<file path="config.mk">
export PLATFORM = sky130hd
export DESIGN_NAME = l1d_controller_flat
export DESIGN_NICKNAME = d
export VERILOG_FILES = /design/src/common/l1d_pkg.sv /design/src/common/l1d_mem_if.sv /design/src/common/l1d_cpu_if.sv /design/src/l1d_core/l1d_controller.sv /design/src/flat_wrapper.sv
export SDC_FILE = /design/constraint.sdc
export NUM_CORES = 1
export LEC_CHECK = 0
export BUFFER_PORTS_ARGS = -buffer_cell sky130_fd_sc_hd__buf_2
export CAP_MARGIN = 20
export CORE_AREA = 5 5 287 289
export CTS_CLUSTER_DIAMETER = 40
export DETAILED_ROUTE_END_ITERATION = 16
export DIE_AREA = 0 0 292 294
export GPL_TIMING_DRIVEN = 0
export PLACE_DENSITY = 0.44
export REMOVE_ABC_BUFFERS = 1
export SLEW_MARGIN = 0
export SYNTH_ARGS = -nofsm -noshare
export SYNTH_HDL_FRONTEND = slang
export SYNTH_SLANG_ARGS = --single-unit
</file>
<file path="constraint.sdc">
create_clock -name clk_i -period 5.7 [get_ports clk_i]
set_input_delay 0.855 -clock clk_i [delete_from_list [all_inputs] [get_ports clk_i]]
set_output_delay 0.855 -clock clk_i [all_outputs]
set_load 0.005 [all_outputs]
</file>
<file path="src/common/l1d_pkg.sv">
package l1d_pkg;

    localparam int ADDR_W   = 32;
    localparam int WORD_W   = 32;
    localparam int BLOCK_W  = 128;
    localparam int OFFSET_W = 4;

    typedef logic [ADDR_W-1:0]  addr_t;
    typedef logic [WORD_W-1:0]  word_t;
    typedef logic [BLOCK_W-1:0] block_t;

    // Word slot inside a block, byte offset without the low two bits
    function automatic word_t word_of_block(input block_t blk, input addr_t addr);
        return blk[addr[OFFSET_W-1:2]*WORD_W +: WORD_W];
    endfunction

    function automatic block_t with_word(input block_t blk, input addr_t addr, input word_t word);
        block_t merged;
        merged = blk;
        merged[addr[OFFSET_W-1:2]*WORD_W +: WORD_W] = word;
        return merged;
    endfunction

    // First byte of the block holding addr
    function automatic addr_t block_addr(input addr_t addr);
        return {addr[ADDR_W-1:OFFSET_W], {OFFSET_W{1'b0}}};
    endfunction

endpackage
</file>
<file path="src/common/l1d_mem_if.sv">
`timescale 1ns/1ps

interface l1d_mem_if;
    import l1d_pkg::*;

    logic   req_valid;
    logic   req_ready;
    logic   req_write;
    addr_t  req_addr;
    block_t req_block;

    // Completion pulse, carries the block for a refill
    logic   resp_valid;
    block_t resp_block;

    modport core (
        output req_valid, req_write, req_addr, req_block,
        input  req_ready, resp_valid, resp_block
    );

    modport bus (
        input  req_valid, req_write, req_addr, req_block,
        output req_ready, resp_valid, resp_block
    );

endinterface

</file>
<file path="src/common/l1d_cpu_if.sv">
`timescale 1ns/1ps

interface l1d_cpu_if;
    import l1d_pkg::*;

    logic  valid;
    logic  ready;
    logic  write;
    addr_t addr;
    word_t wdata;

    // Read data beat, one cycle wide
    logic  rvalid;
    word_t rdata;

    modport cpu_port (
        output valid, write, addr, wdata,
        input  ready, rvalid, rdata
    );

    modport core (
        input  valid, write, addr, wdata,
        output ready, rvalid, rdata
    );

endinterface

</file>
<file path="src/l1d_core/l1d_controller.sv">
`timescale 1ns/1ps

module l1d_controller #(
    parameter int NUM_SETS = 16,
    parameter int NUM_WAYS = 2
) (
    input  logic                                               clk_i,
    input  logic                                               rstn_i,

    l1d_cpu_if.core                                            cpu,
    l1d_mem_if.core                                            mem,

    output l1d_pkg::addr_t                                     lookup_addr_o,
    input  logic                                               hit_i,
    input  logic [$clog2(NUM_WAYS)-1:0]                        hit_way_i,
    input  logic [$clog2(NUM_WAYS)-1:0]                        victim_way_i,
    input  logic                                               victim_dirty_i,
    input  logic [l1d_pkg::ADDR_W-l1d_pkg::OFFSET_W-$clog2(NUM_SETS)-1:0] victim_tag_i,
    input  l1d_pkg::block_t                                    rd_block_i,

    output logic                                               wr_en_o,
    output logic [$clog2(NUM_WAYS)-1:0]                        wr_way_o,
    output l1d_pkg::block_t                                    wr_block_o,
    output l1d_pkg::addr_t                                     wr_tag_addr_o,
    output logic                                               wr_dirty_o,
    output logic                                               wr_valid_o,
    output logic                                               advance_victim_o
);
    import l1d_pkg::*;

    localparam int WAY_W = $clog2(NUM_WAYS);
    localparam int IDX_W = $clog2(NUM_SETS);

    typedef enum logic [2:0] {
        IDLE,
        LOOKUP,
        RESPOND,
        WRITEBACK,
        REFILL
    } state_t;

    state_t           state_r;

    addr_t            addr_r;
    word_t            wdata_r;
    logic             write_r;
    logic [WAY_W-1:0] way_r;
    word_t            rdata_r;

    logic             mreq_valid_r;
    logic             mreq_write_r;
    addr_t            mreq_addr_r;
    block_t           mreq_block_r;

    addr_t            wb_addr;

    // Victim's own address, rebuilt from its tag and the request's index
    assign wb_addr = {victim_tag_i, addr_r[OFFSET_W +: IDX_W], {OFFSET_W{1'b0}}};

    assign lookup_addr_o = addr_r;

    assign cpu.ready  = (state_r == IDLE);
    assign cpu.rvalid = (state_r == RESPOND);
    assign cpu.rdata  = rdata_r;

    assign mem.req_valid = mreq_valid_r;
    assign mem.req_write = mreq_write_r;
    assign mem.req_addr  = mreq_addr_r;
    assign mem.req_block = mreq_block_r;

    always_comb begin
        wr_en_o          = 1'b0;
        wr_way_o         = hit_way_i;
        wr_block_o       = with_word(rd_block_i, addr_r, wdata_r);
        wr_tag_addr_o    = addr_r;
        wr_dirty_o       = 1'b1;
        wr_valid_o       = 1'b1;
        advance_victim_o = 1'b0;
        if (state_r == LOOKUP && hit_i && write_r) begin
            wr_en_o = 1'b1;
        end
        // Refilled block goes in clean
        if (state_r == REFILL && mem.resp_valid) begin
            wr_en_o          = 1'b1;
            wr_way_o         = way_r;
            wr_block_o       = mem.resp_block;
            wr_dirty_o       = 1'b0;
            advance_victim_o = 1'b1;
        end
    end

    always_ff @(posedge clk_i) begin
        if (!rstn_i) begin
            state_r      <= IDLE;
            mreq_valid_r <= 1'b0;
            mreq_write_r <= 1'b0;
        end else begin
            if (mem.req_valid && mem.req_ready) begin
                mreq_valid_r <= 1'b0;
            end
            case (state_r)
                IDLE: begin
                    if (cpu.valid) begin
                        state_r <= LOOKUP;
                    end
                end
                LOOKUP: begin
                    if (hit_i) begin
                        state_r <= write_r ? IDLE : RESPOND;
                    end else begin
                        mreq_valid_r <= 1'b1;
                        mreq_write_r <= victim_dirty_i;
                        state_r      <= victim_dirty_i ? WRITEBACK : REFILL;
                    end
                end
                RESPOND: state_r <= IDLE;
                WRITEBACK: begin
                    if (mem.resp_valid) begin
                        mreq_valid_r <= 1'b1;
                        mreq_write_r <= 1'b0;
                        state_r      <= REFILL;
                    end
                end
                REFILL: begin
                    // Lookup again, it hits now
                    if (mem.resp_valid) begin
                        state_r <= LOOKUP;
                    end
                end
                default: state_r <= IDLE;
            endcase
        end
    end

    always_ff @(posedge clk_i) begin
        if (cpu.valid && cpu.ready) begin
            addr_r  <= cpu.addr;
            wdata_r <= cpu.wdata;
            write_r <= cpu.write;
        end
        if (state_r == LOOKUP) begin
            way_r        <= victim_way_i;
            rdata_r      <= word_of_block(rd_block_i, addr_r);
            mreq_block_r <= rd_block_i;
            mreq_addr_r  <= victim_dirty_i ? wb_addr : block_addr(addr_r);
        end
        if (state_r == WRITEBACK && mem.resp_valid) begin
            mreq_addr_r <= block_addr(addr_r);
        end
    end

endmodule

</file>
<file path="src/flat_wrapper.sv">
// flat-port wrapper written by rule: the top's interface ports become plain ports
module l1d_controller_flat import l1d_pkg::*;
#(
    parameter int NUM_SETS = 16,
    parameter int NUM_WAYS = 2
)
  (clk_i, rstn_i, lookup_addr_o, hit_i, hit_way_i, victim_way_i, victim_dirty_i, victim_tag_i, rd_block_i, wr_en_o, wr_way_o, wr_block_o, wr_tag_addr_o, wr_dirty_o, wr_valid_o, advance_victim_o, cpu_valid, cpu_write, cpu_addr, cpu_wdata, cpu_ready, cpu_rvalid, cpu_rdata, mem_req_valid, mem_req_write, mem_req_addr, mem_req_block, mem_req_ready, mem_resp_valid, mem_resp_block);
  l1d_cpu_if cpu_i ();
  l1d_mem_if mem_i ();
  input  logic clk_i;
  input  logic rstn_i;
  output l1d_pkg::addr_t lookup_addr_o;
  input  logic hit_i;
  input  logic [$clog2(NUM_WAYS)-1:0] hit_way_i;
  input  logic [$clog2(NUM_WAYS)-1:0] victim_way_i;
  input  logic victim_dirty_i;
  input  logic [l1d_pkg::ADDR_W-l1d_pkg::OFFSET_W-$clog2(NUM_SETS)-1:0] victim_tag_i;
  input  l1d_pkg::block_t rd_block_i;
  output logic wr_en_o;
  output logic [$clog2(NUM_WAYS)-1:0] wr_way_o;
  output l1d_pkg::block_t wr_block_o;
  output l1d_pkg::addr_t wr_tag_addr_o;
  output logic wr_dirty_o;
  output logic wr_valid_o;
  output logic advance_victim_o;
  input wire logic [$bits(cpu_i.valid)-1:0] cpu_valid;
  input wire logic [$bits(cpu_i.write)-1:0] cpu_write;
  input wire logic [$bits(cpu_i.addr)-1:0] cpu_addr;
  input wire logic [$bits(cpu_i.wdata)-1:0] cpu_wdata;
  output wire logic [$bits(cpu_i.ready)-1:0] cpu_ready;
  output wire logic [$bits(cpu_i.rvalid)-1:0] cpu_rvalid;
  output wire logic [$bits(cpu_i.rdata)-1:0] cpu_rdata;
  output wire logic [$bits(mem_i.req_valid)-1:0] mem_req_valid;
  output wire logic [$bits(mem_i.req_write)-1:0] mem_req_write;
  output wire logic [$bits(mem_i.req_addr)-1:0] mem_req_addr;
  output wire logic [$bits(mem_i.req_block)-1:0] mem_req_block;
  input wire logic [$bits(mem_i.req_ready)-1:0] mem_req_ready;
  input wire logic [$bits(mem_i.resp_valid)-1:0] mem_resp_valid;
  input wire logic [$bits(mem_i.resp_block)-1:0] mem_resp_block;
  assign cpu_i.valid = cpu_valid;
  assign cpu_i.write = cpu_write;
  assign cpu_i.addr = cpu_addr;
  assign cpu_i.wdata = cpu_wdata;
  assign cpu_ready = cpu_i.ready;
  assign cpu_rvalid = cpu_i.rvalid;
  assign cpu_rdata = cpu_i.rdata;
  assign mem_req_valid = mem_i.req_valid;
  assign mem_req_write = mem_i.req_write;
  assign mem_req_addr = mem_i.req_addr;
  assign mem_req_block = mem_i.req_block;
  assign mem_i.req_ready = mem_req_ready;
  assign mem_i.resp_valid = mem_resp_valid;
  assign mem_i.resp_block = mem_resp_block;
  l1d_controller #(.NUM_SETS(NUM_SETS), .NUM_WAYS(NUM_WAYS)) u_core (.clk_i(clk_i), .rstn_i(rstn_i), .cpu(cpu_i), .mem(mem_i), .lookup_addr_o(lookup_addr_o), .hit_i(hit_i), .hit_way_i(hit_way_i), .victim_way_i(victim_way_i), .victim_dirty_i(victim_dirty_i), .victim_tag_i(victim_tag_i), .rd_block_i(rd_block_i), .wr_en_o(wr_en_o), .wr_way_o(wr_way_o), .wr_block_o(wr_block_o), .wr_tag_addr_o(wr_tag_addr_o), .wr_dirty_o(wr_dirty_o), .wr_valid_o(wr_valid_o), .advance_victim_o(advance_victim_o));
endmodule
</file>
* Word level (Yosys, flattened, before mapping) *
Cells that the tools add are included.

operators by class
  $add $sub $neg = 1
  shift operators = 3
  equal/unequal tests = 8
  reduce and logical (&&, ||, !) cells = 11
  muxes and demuxes = 24

operators with widths
  operator                   number
  $bwmux 128                 1
  $mux 128                   1
  $shift 32x34->128 const A  1
  $shiftx 128x8->32          1
  $shiftx 32x34->128         1
  $mux 32                    3
  $neg 7->34                 1
  $mux 3                     5
  $pmux 3 s4                 1
  $mux 1                     10
  $ne 2x2->1 const B         4
  $eq 3x2->1 const B         2
  $logic_and 1x1->1          6
  $reduce_and 3->1           2
  $pmux 1 s2                 2
  $reduce_bool 2->1          2
  $eq 3x1->1 const B         1
  $eq 3x3->1 const B         1
  $logic_not 3->1            1
  $mux 2                     1

word-level totals
  output and inout port bits = 393
  flip-flop bits (word level) = 263
  input bits = 354
  logic and storage cells = 58

* Depth between registers and ports, before layout *
  depth in word-level cells = 5
  gate-level depth with buffers = 9
  depth with buffers taken out = 5

* Least setup slack after synthesis *
No wires, ideal clock.

  path kind = reg2reg
  start point = register u_core.state_r[2]
  end point = register u_core.rdata_r[0], in the netlist u_core.cpu.rdata[0] (enable)
  library setup time = 0.514 ns
  clock period less this slack = 4.392 ns
  path buffers = 1
  required time = 5.186 ns
  cell stages (with the launch flop) = 5
  path slack = 1.308 ns
  arrival time = 3.878 ns
  cells stage by stage = dfxtp_1 -> nand2b_1 -> buf_6 -> nand2b_1 -> inv_1

between the ends
  word-level cells in the longest chain between the ends = 1

RTL lines
  item                    line                   source
  start, declared         l1d_controller.sv:42   state_t state_r;
  start signal, assigned  l1d_controller.sv:109  state_r <= write_r ? IDLE : RESPOND;
  start signal, assigned  l1d_controller.sv:113  state_r <= victim_dirty_i ? WRITEBACK : REFILL;
  $eq 3x1->1              l1d_controller.sv:141  if (state_r == LOOKUP) begin
  end signal, assigned    l1d_controller.sv:143  rdata_r <= word_of_block(rd_block_i, addr_r);
  end, declared           l1d_controller.sv:48   word_t rdata_r;

No other way between the ends.
A chain may end at the register's enable or synchronous reset.

* Worst setup path in the final report *
  start point = register u_core.addr_r[2], in the netlist u_core.lookup_addr_o[2]
  end point = output wr_block_o[119]

between the ends
  word-level cells in the longest chain between the ends = 4
  elaborated cells on any way between the ends = 5
  those cells by class = add/sub (1); shift (2); mux (2)

RTL lines
  item                                                     line                   source
  start, declared                                          l1d_controller.sv:44   addr_t addr_r;
  start signal, assigned                                   l1d_controller.sv:137  addr_r <= cpu.addr;
  $neg 7->34 (*)                                           l1d_pkg.sv:20          merged[addr[OFFSET_W-1:2]*WORD_W +: WORD_W] = word;
  $shiftx 32x34->128 or $shift 32x34->128 (tied branches)  l1d_pkg.sv:20
  $bwmux 128 (*)                                           l1d_pkg.sv:20
  $mux 128 (*)                                             l1d_controller.sv:83   if (state_r == REFILL && mem.resp_valid) begin
  end, declared                                            flat_wrapper.sv:21     output l1d_pkg::block_t wr_block_o;

Every way passes the cells marked *; elsewhere a longest branch is shown, timed or not.

==> results.toml <==
[clocking]
cts_tree = "built"
clk_pin_slew_worst_paths_ns = 0.06
cts.sinks = 259
h-tree-depth = 2
postCtsSetupRepairBufs = 0
max-clock-path-buffers = 3
clock_latency_ns = 0.59
clock-root-buffer = "clkbuf_16"
cts_made_buffers = 53
cts.hold.buffers_added = 0
cts_resized = 0

[route]
detail-route-antenna-nets = 0
wl_mm = 63.84
drc_errors = 0
drtIter0Drc = 820
wire_per_inst_um = 23.24
drtPass1Iterations = 6
viasPerCell = 4.240
via_count = 11647

[finish]
drive_gt1_share_pct = 55.25
fillCellCount = 8643
nets = 2001
area_growth_pct = 54.51
fin_util_pct = 23.88

[sta]
final-setup-viol-count = 0
max_freq_mhz = 180.2
rsz0062_at_grt = "false"
fin_setup_tns_ns = 0
slew_headroom_pct = 26.04
hold_ws_ns = 0.4353
worst_pin_slew_ns = 1.109
hold_viol_final = 0
fin_skew_ns = 0.02286
finalCriticalPeriod_ns = 5.551
maxSlewViolCount = 0
fin_crit_sh_pct = 97.38

[worst_setup_path]
crit_arrival_ns = 4.70
critPathMaxFanout = 18
worstReg2RegStart = "u_core.state_r[2]"
start_kind = "flop"
end_kind = "primary output"
required_ns = 4.85
setup.worst_path.class = "reg -> out"
critPathLaunch = "u_core.lookup_addr_o[2]"
r2r-end = "u_core.mem.req_block[29]"
r2r_setup_slack_ns = 3.37
r2r_cells = 4

[placement]
gp_congestion = 0.8890
port_buffers = 741
hpwl_mm = 51.53

[synth]
post-synth-top-count-cell = "edfxtp_1"
synth.avg_cell_area_um2 = 13.18
synth.cells.most_frequent = "edfxtp_1 (254), nor2_1 (161), a21oi_1 (101)"
syn_area_um2 = 12310
ys_async_sr_fraction_pct = 0
synthDistinctLibCells = 45
syn_inst = 934
synth_area_leaders = "edfxtp_1 (62%), mux4_2 (5.9%), nor2_1 (4.9%)"
synth_top_cell_area_share_pct = 61.98
ys_seq_area_share_pct = 62.80
synth_area_leader_cell = "edfxtp_1"
synth-main-ff-cell = "edfxtp_1"
synth-edff-count = 254
yosys_register_bits = 259
ys_warn_count = 0

[global_routing]
antenna_found_initial = 10
grt_usage_pct = 13.83
grt_pass1_wl_mm = 88.12
grt_max_degree = 91
grt.overflow.total = 0
grt_pass1_vias = 12239

[run]
cap_violations = 0

[die]
core-area_um2 = 79640
core.rowCount = 104
chipWidth_um = 292
dieArea_um2 = 85850
start_util_pct = 15.45
fp.dieH_um = 294
ios = 747

[min_path]
hold_path_depth = 1
hold_path_startpoint = "cpu_addr[1]"
min_path_type = "in -> reg"
holdPathEnd = "u_core.lookup_addr_o[1]"

[power]
p_per_area_nw_per_um2 = 335.6
max-vdd-ir-drop_mv = 0.1963
p_leak_nw = 7.912

[status]
status = "finished, final reports clean"
## per-layer routing
metal / wire (um) / vias to the layer above / track usage, %
li1: - / 5018 / -
met1: 22690 / 5665 / 15.62
met2: 31240 / 817 / 23.89
met3: 7196 / 143 / 4.830
met4: 2694 / 4 / 5.726
met5: 14 / - / 0
## through the flow
stage	setup WS (ns)	power (W)	std cells	area, um2
2_1_floorplan	-2.870	0.002676	822	11580
3_3_place_gp	-7.747	0.003267	2623	16610
3_5_place_dp	0.7683	0.003292	2647	17210
4_1_cts	0.09877	0.006482	2745	19010
5_1_grt	0.01665	0.006629	2745	19010
6_report	0.1492	0.006380	2747	19010
## cells in the final DEF, fill, tap and decap left out, drive strengths merged, types with 2 or more instances in the layout
master	count
a21oi	101
nor2	161
mux2	24
o21ai	2
a221oi	32
nand4	32
clkbuf	55
inv	24
nand2	12
conb	5
bufinv	5
edfxtp	254
a31oi	32
and2	2
nand2b	35
nor3	2
and4bb	2
clkinvlp	3
o21a	2
nand3	28
buf	765
dfxtp	5
mux4	32
clkinv	20
ha	5
diode	2
a32oi	30
## how the worst max path moves through the flow
stage                           end  slack, ns  cells past startpoint
CTS                 wr_block_o[119]        0.1                      9
global route        wr_block_o[119]       0.02                      9
detailed placement  wr_block_o[119]       0.77                      9
floorplan           wr_block_o[108]      -2.87                      4
global placement     wr_block_o[23]      -7.75                      6
finish              wr_block_o[119]       0.15                      9
## flip-flops by register name, indices dropped and copies added, names as in the netlist
register	flops
u_core.mem.req_addr	28
u_core.mem.req_block	128
u_core.write_r	1
u_core.way_r	1
u_core.wdata_r	32
u_core.mem.req_valid	1
u_core.state_r	3
u_core.cpu.rdata	32
u_core.mem.req_write	1
u_core.lookup_addr_o	32
## power breakdown
part	internal, W	switching (W)	total, W
clock	0.00197	0.00116	0.00313
sequential	0.00226	0.0000760	0.00234
combinational	0.000396	0.000516	0.000912
total	0.00463	0.00176	0.00638
## cells by family after synthesis
| family | count (synthesis) | share of synthesized area [%] |
|---|---|---|
| AO/OA/AOI/OAI | 203 | 10.69 |
| buffers and inverters | 124 | 6.263 |
| AND/OR/NAND/NOR | 285 | 11.02 |
| multiplexers | 56 | 8.663 |
| other | 2 | 0.06103 |
| adder cells (fa/ha/maj) | 5 | 0.5084 |
| flip-flops | 259 | 62.80 |
## critical path, stage by stage (launching register included)
cell and delay (ns):
edfxtp_1 0.93, buf_16 0.24, buf_16 0.18, inv_2 0.25, ha_1 0.45, and3b_2 0.43, buf_12 0.27, a32oi_1 0.91
a21oi_1 0.16, buf_2 0.17
## cell type report
type                       count  area [um2]  share of cell area (%)
antenna                        2       5.005                 0.02632
clock buffer                  55        1334                   7.015
clock inverter                43       466.7                   2.455
inverter                       9       43.79                  0.2303
multi-input combinational    554        3861                   20.31
sequential                   259        7727                   40.64
tap                         1060        1326                   6.976
timing repair buffer         765        4249                   22.35
Power figures use the tool's default switching activity.
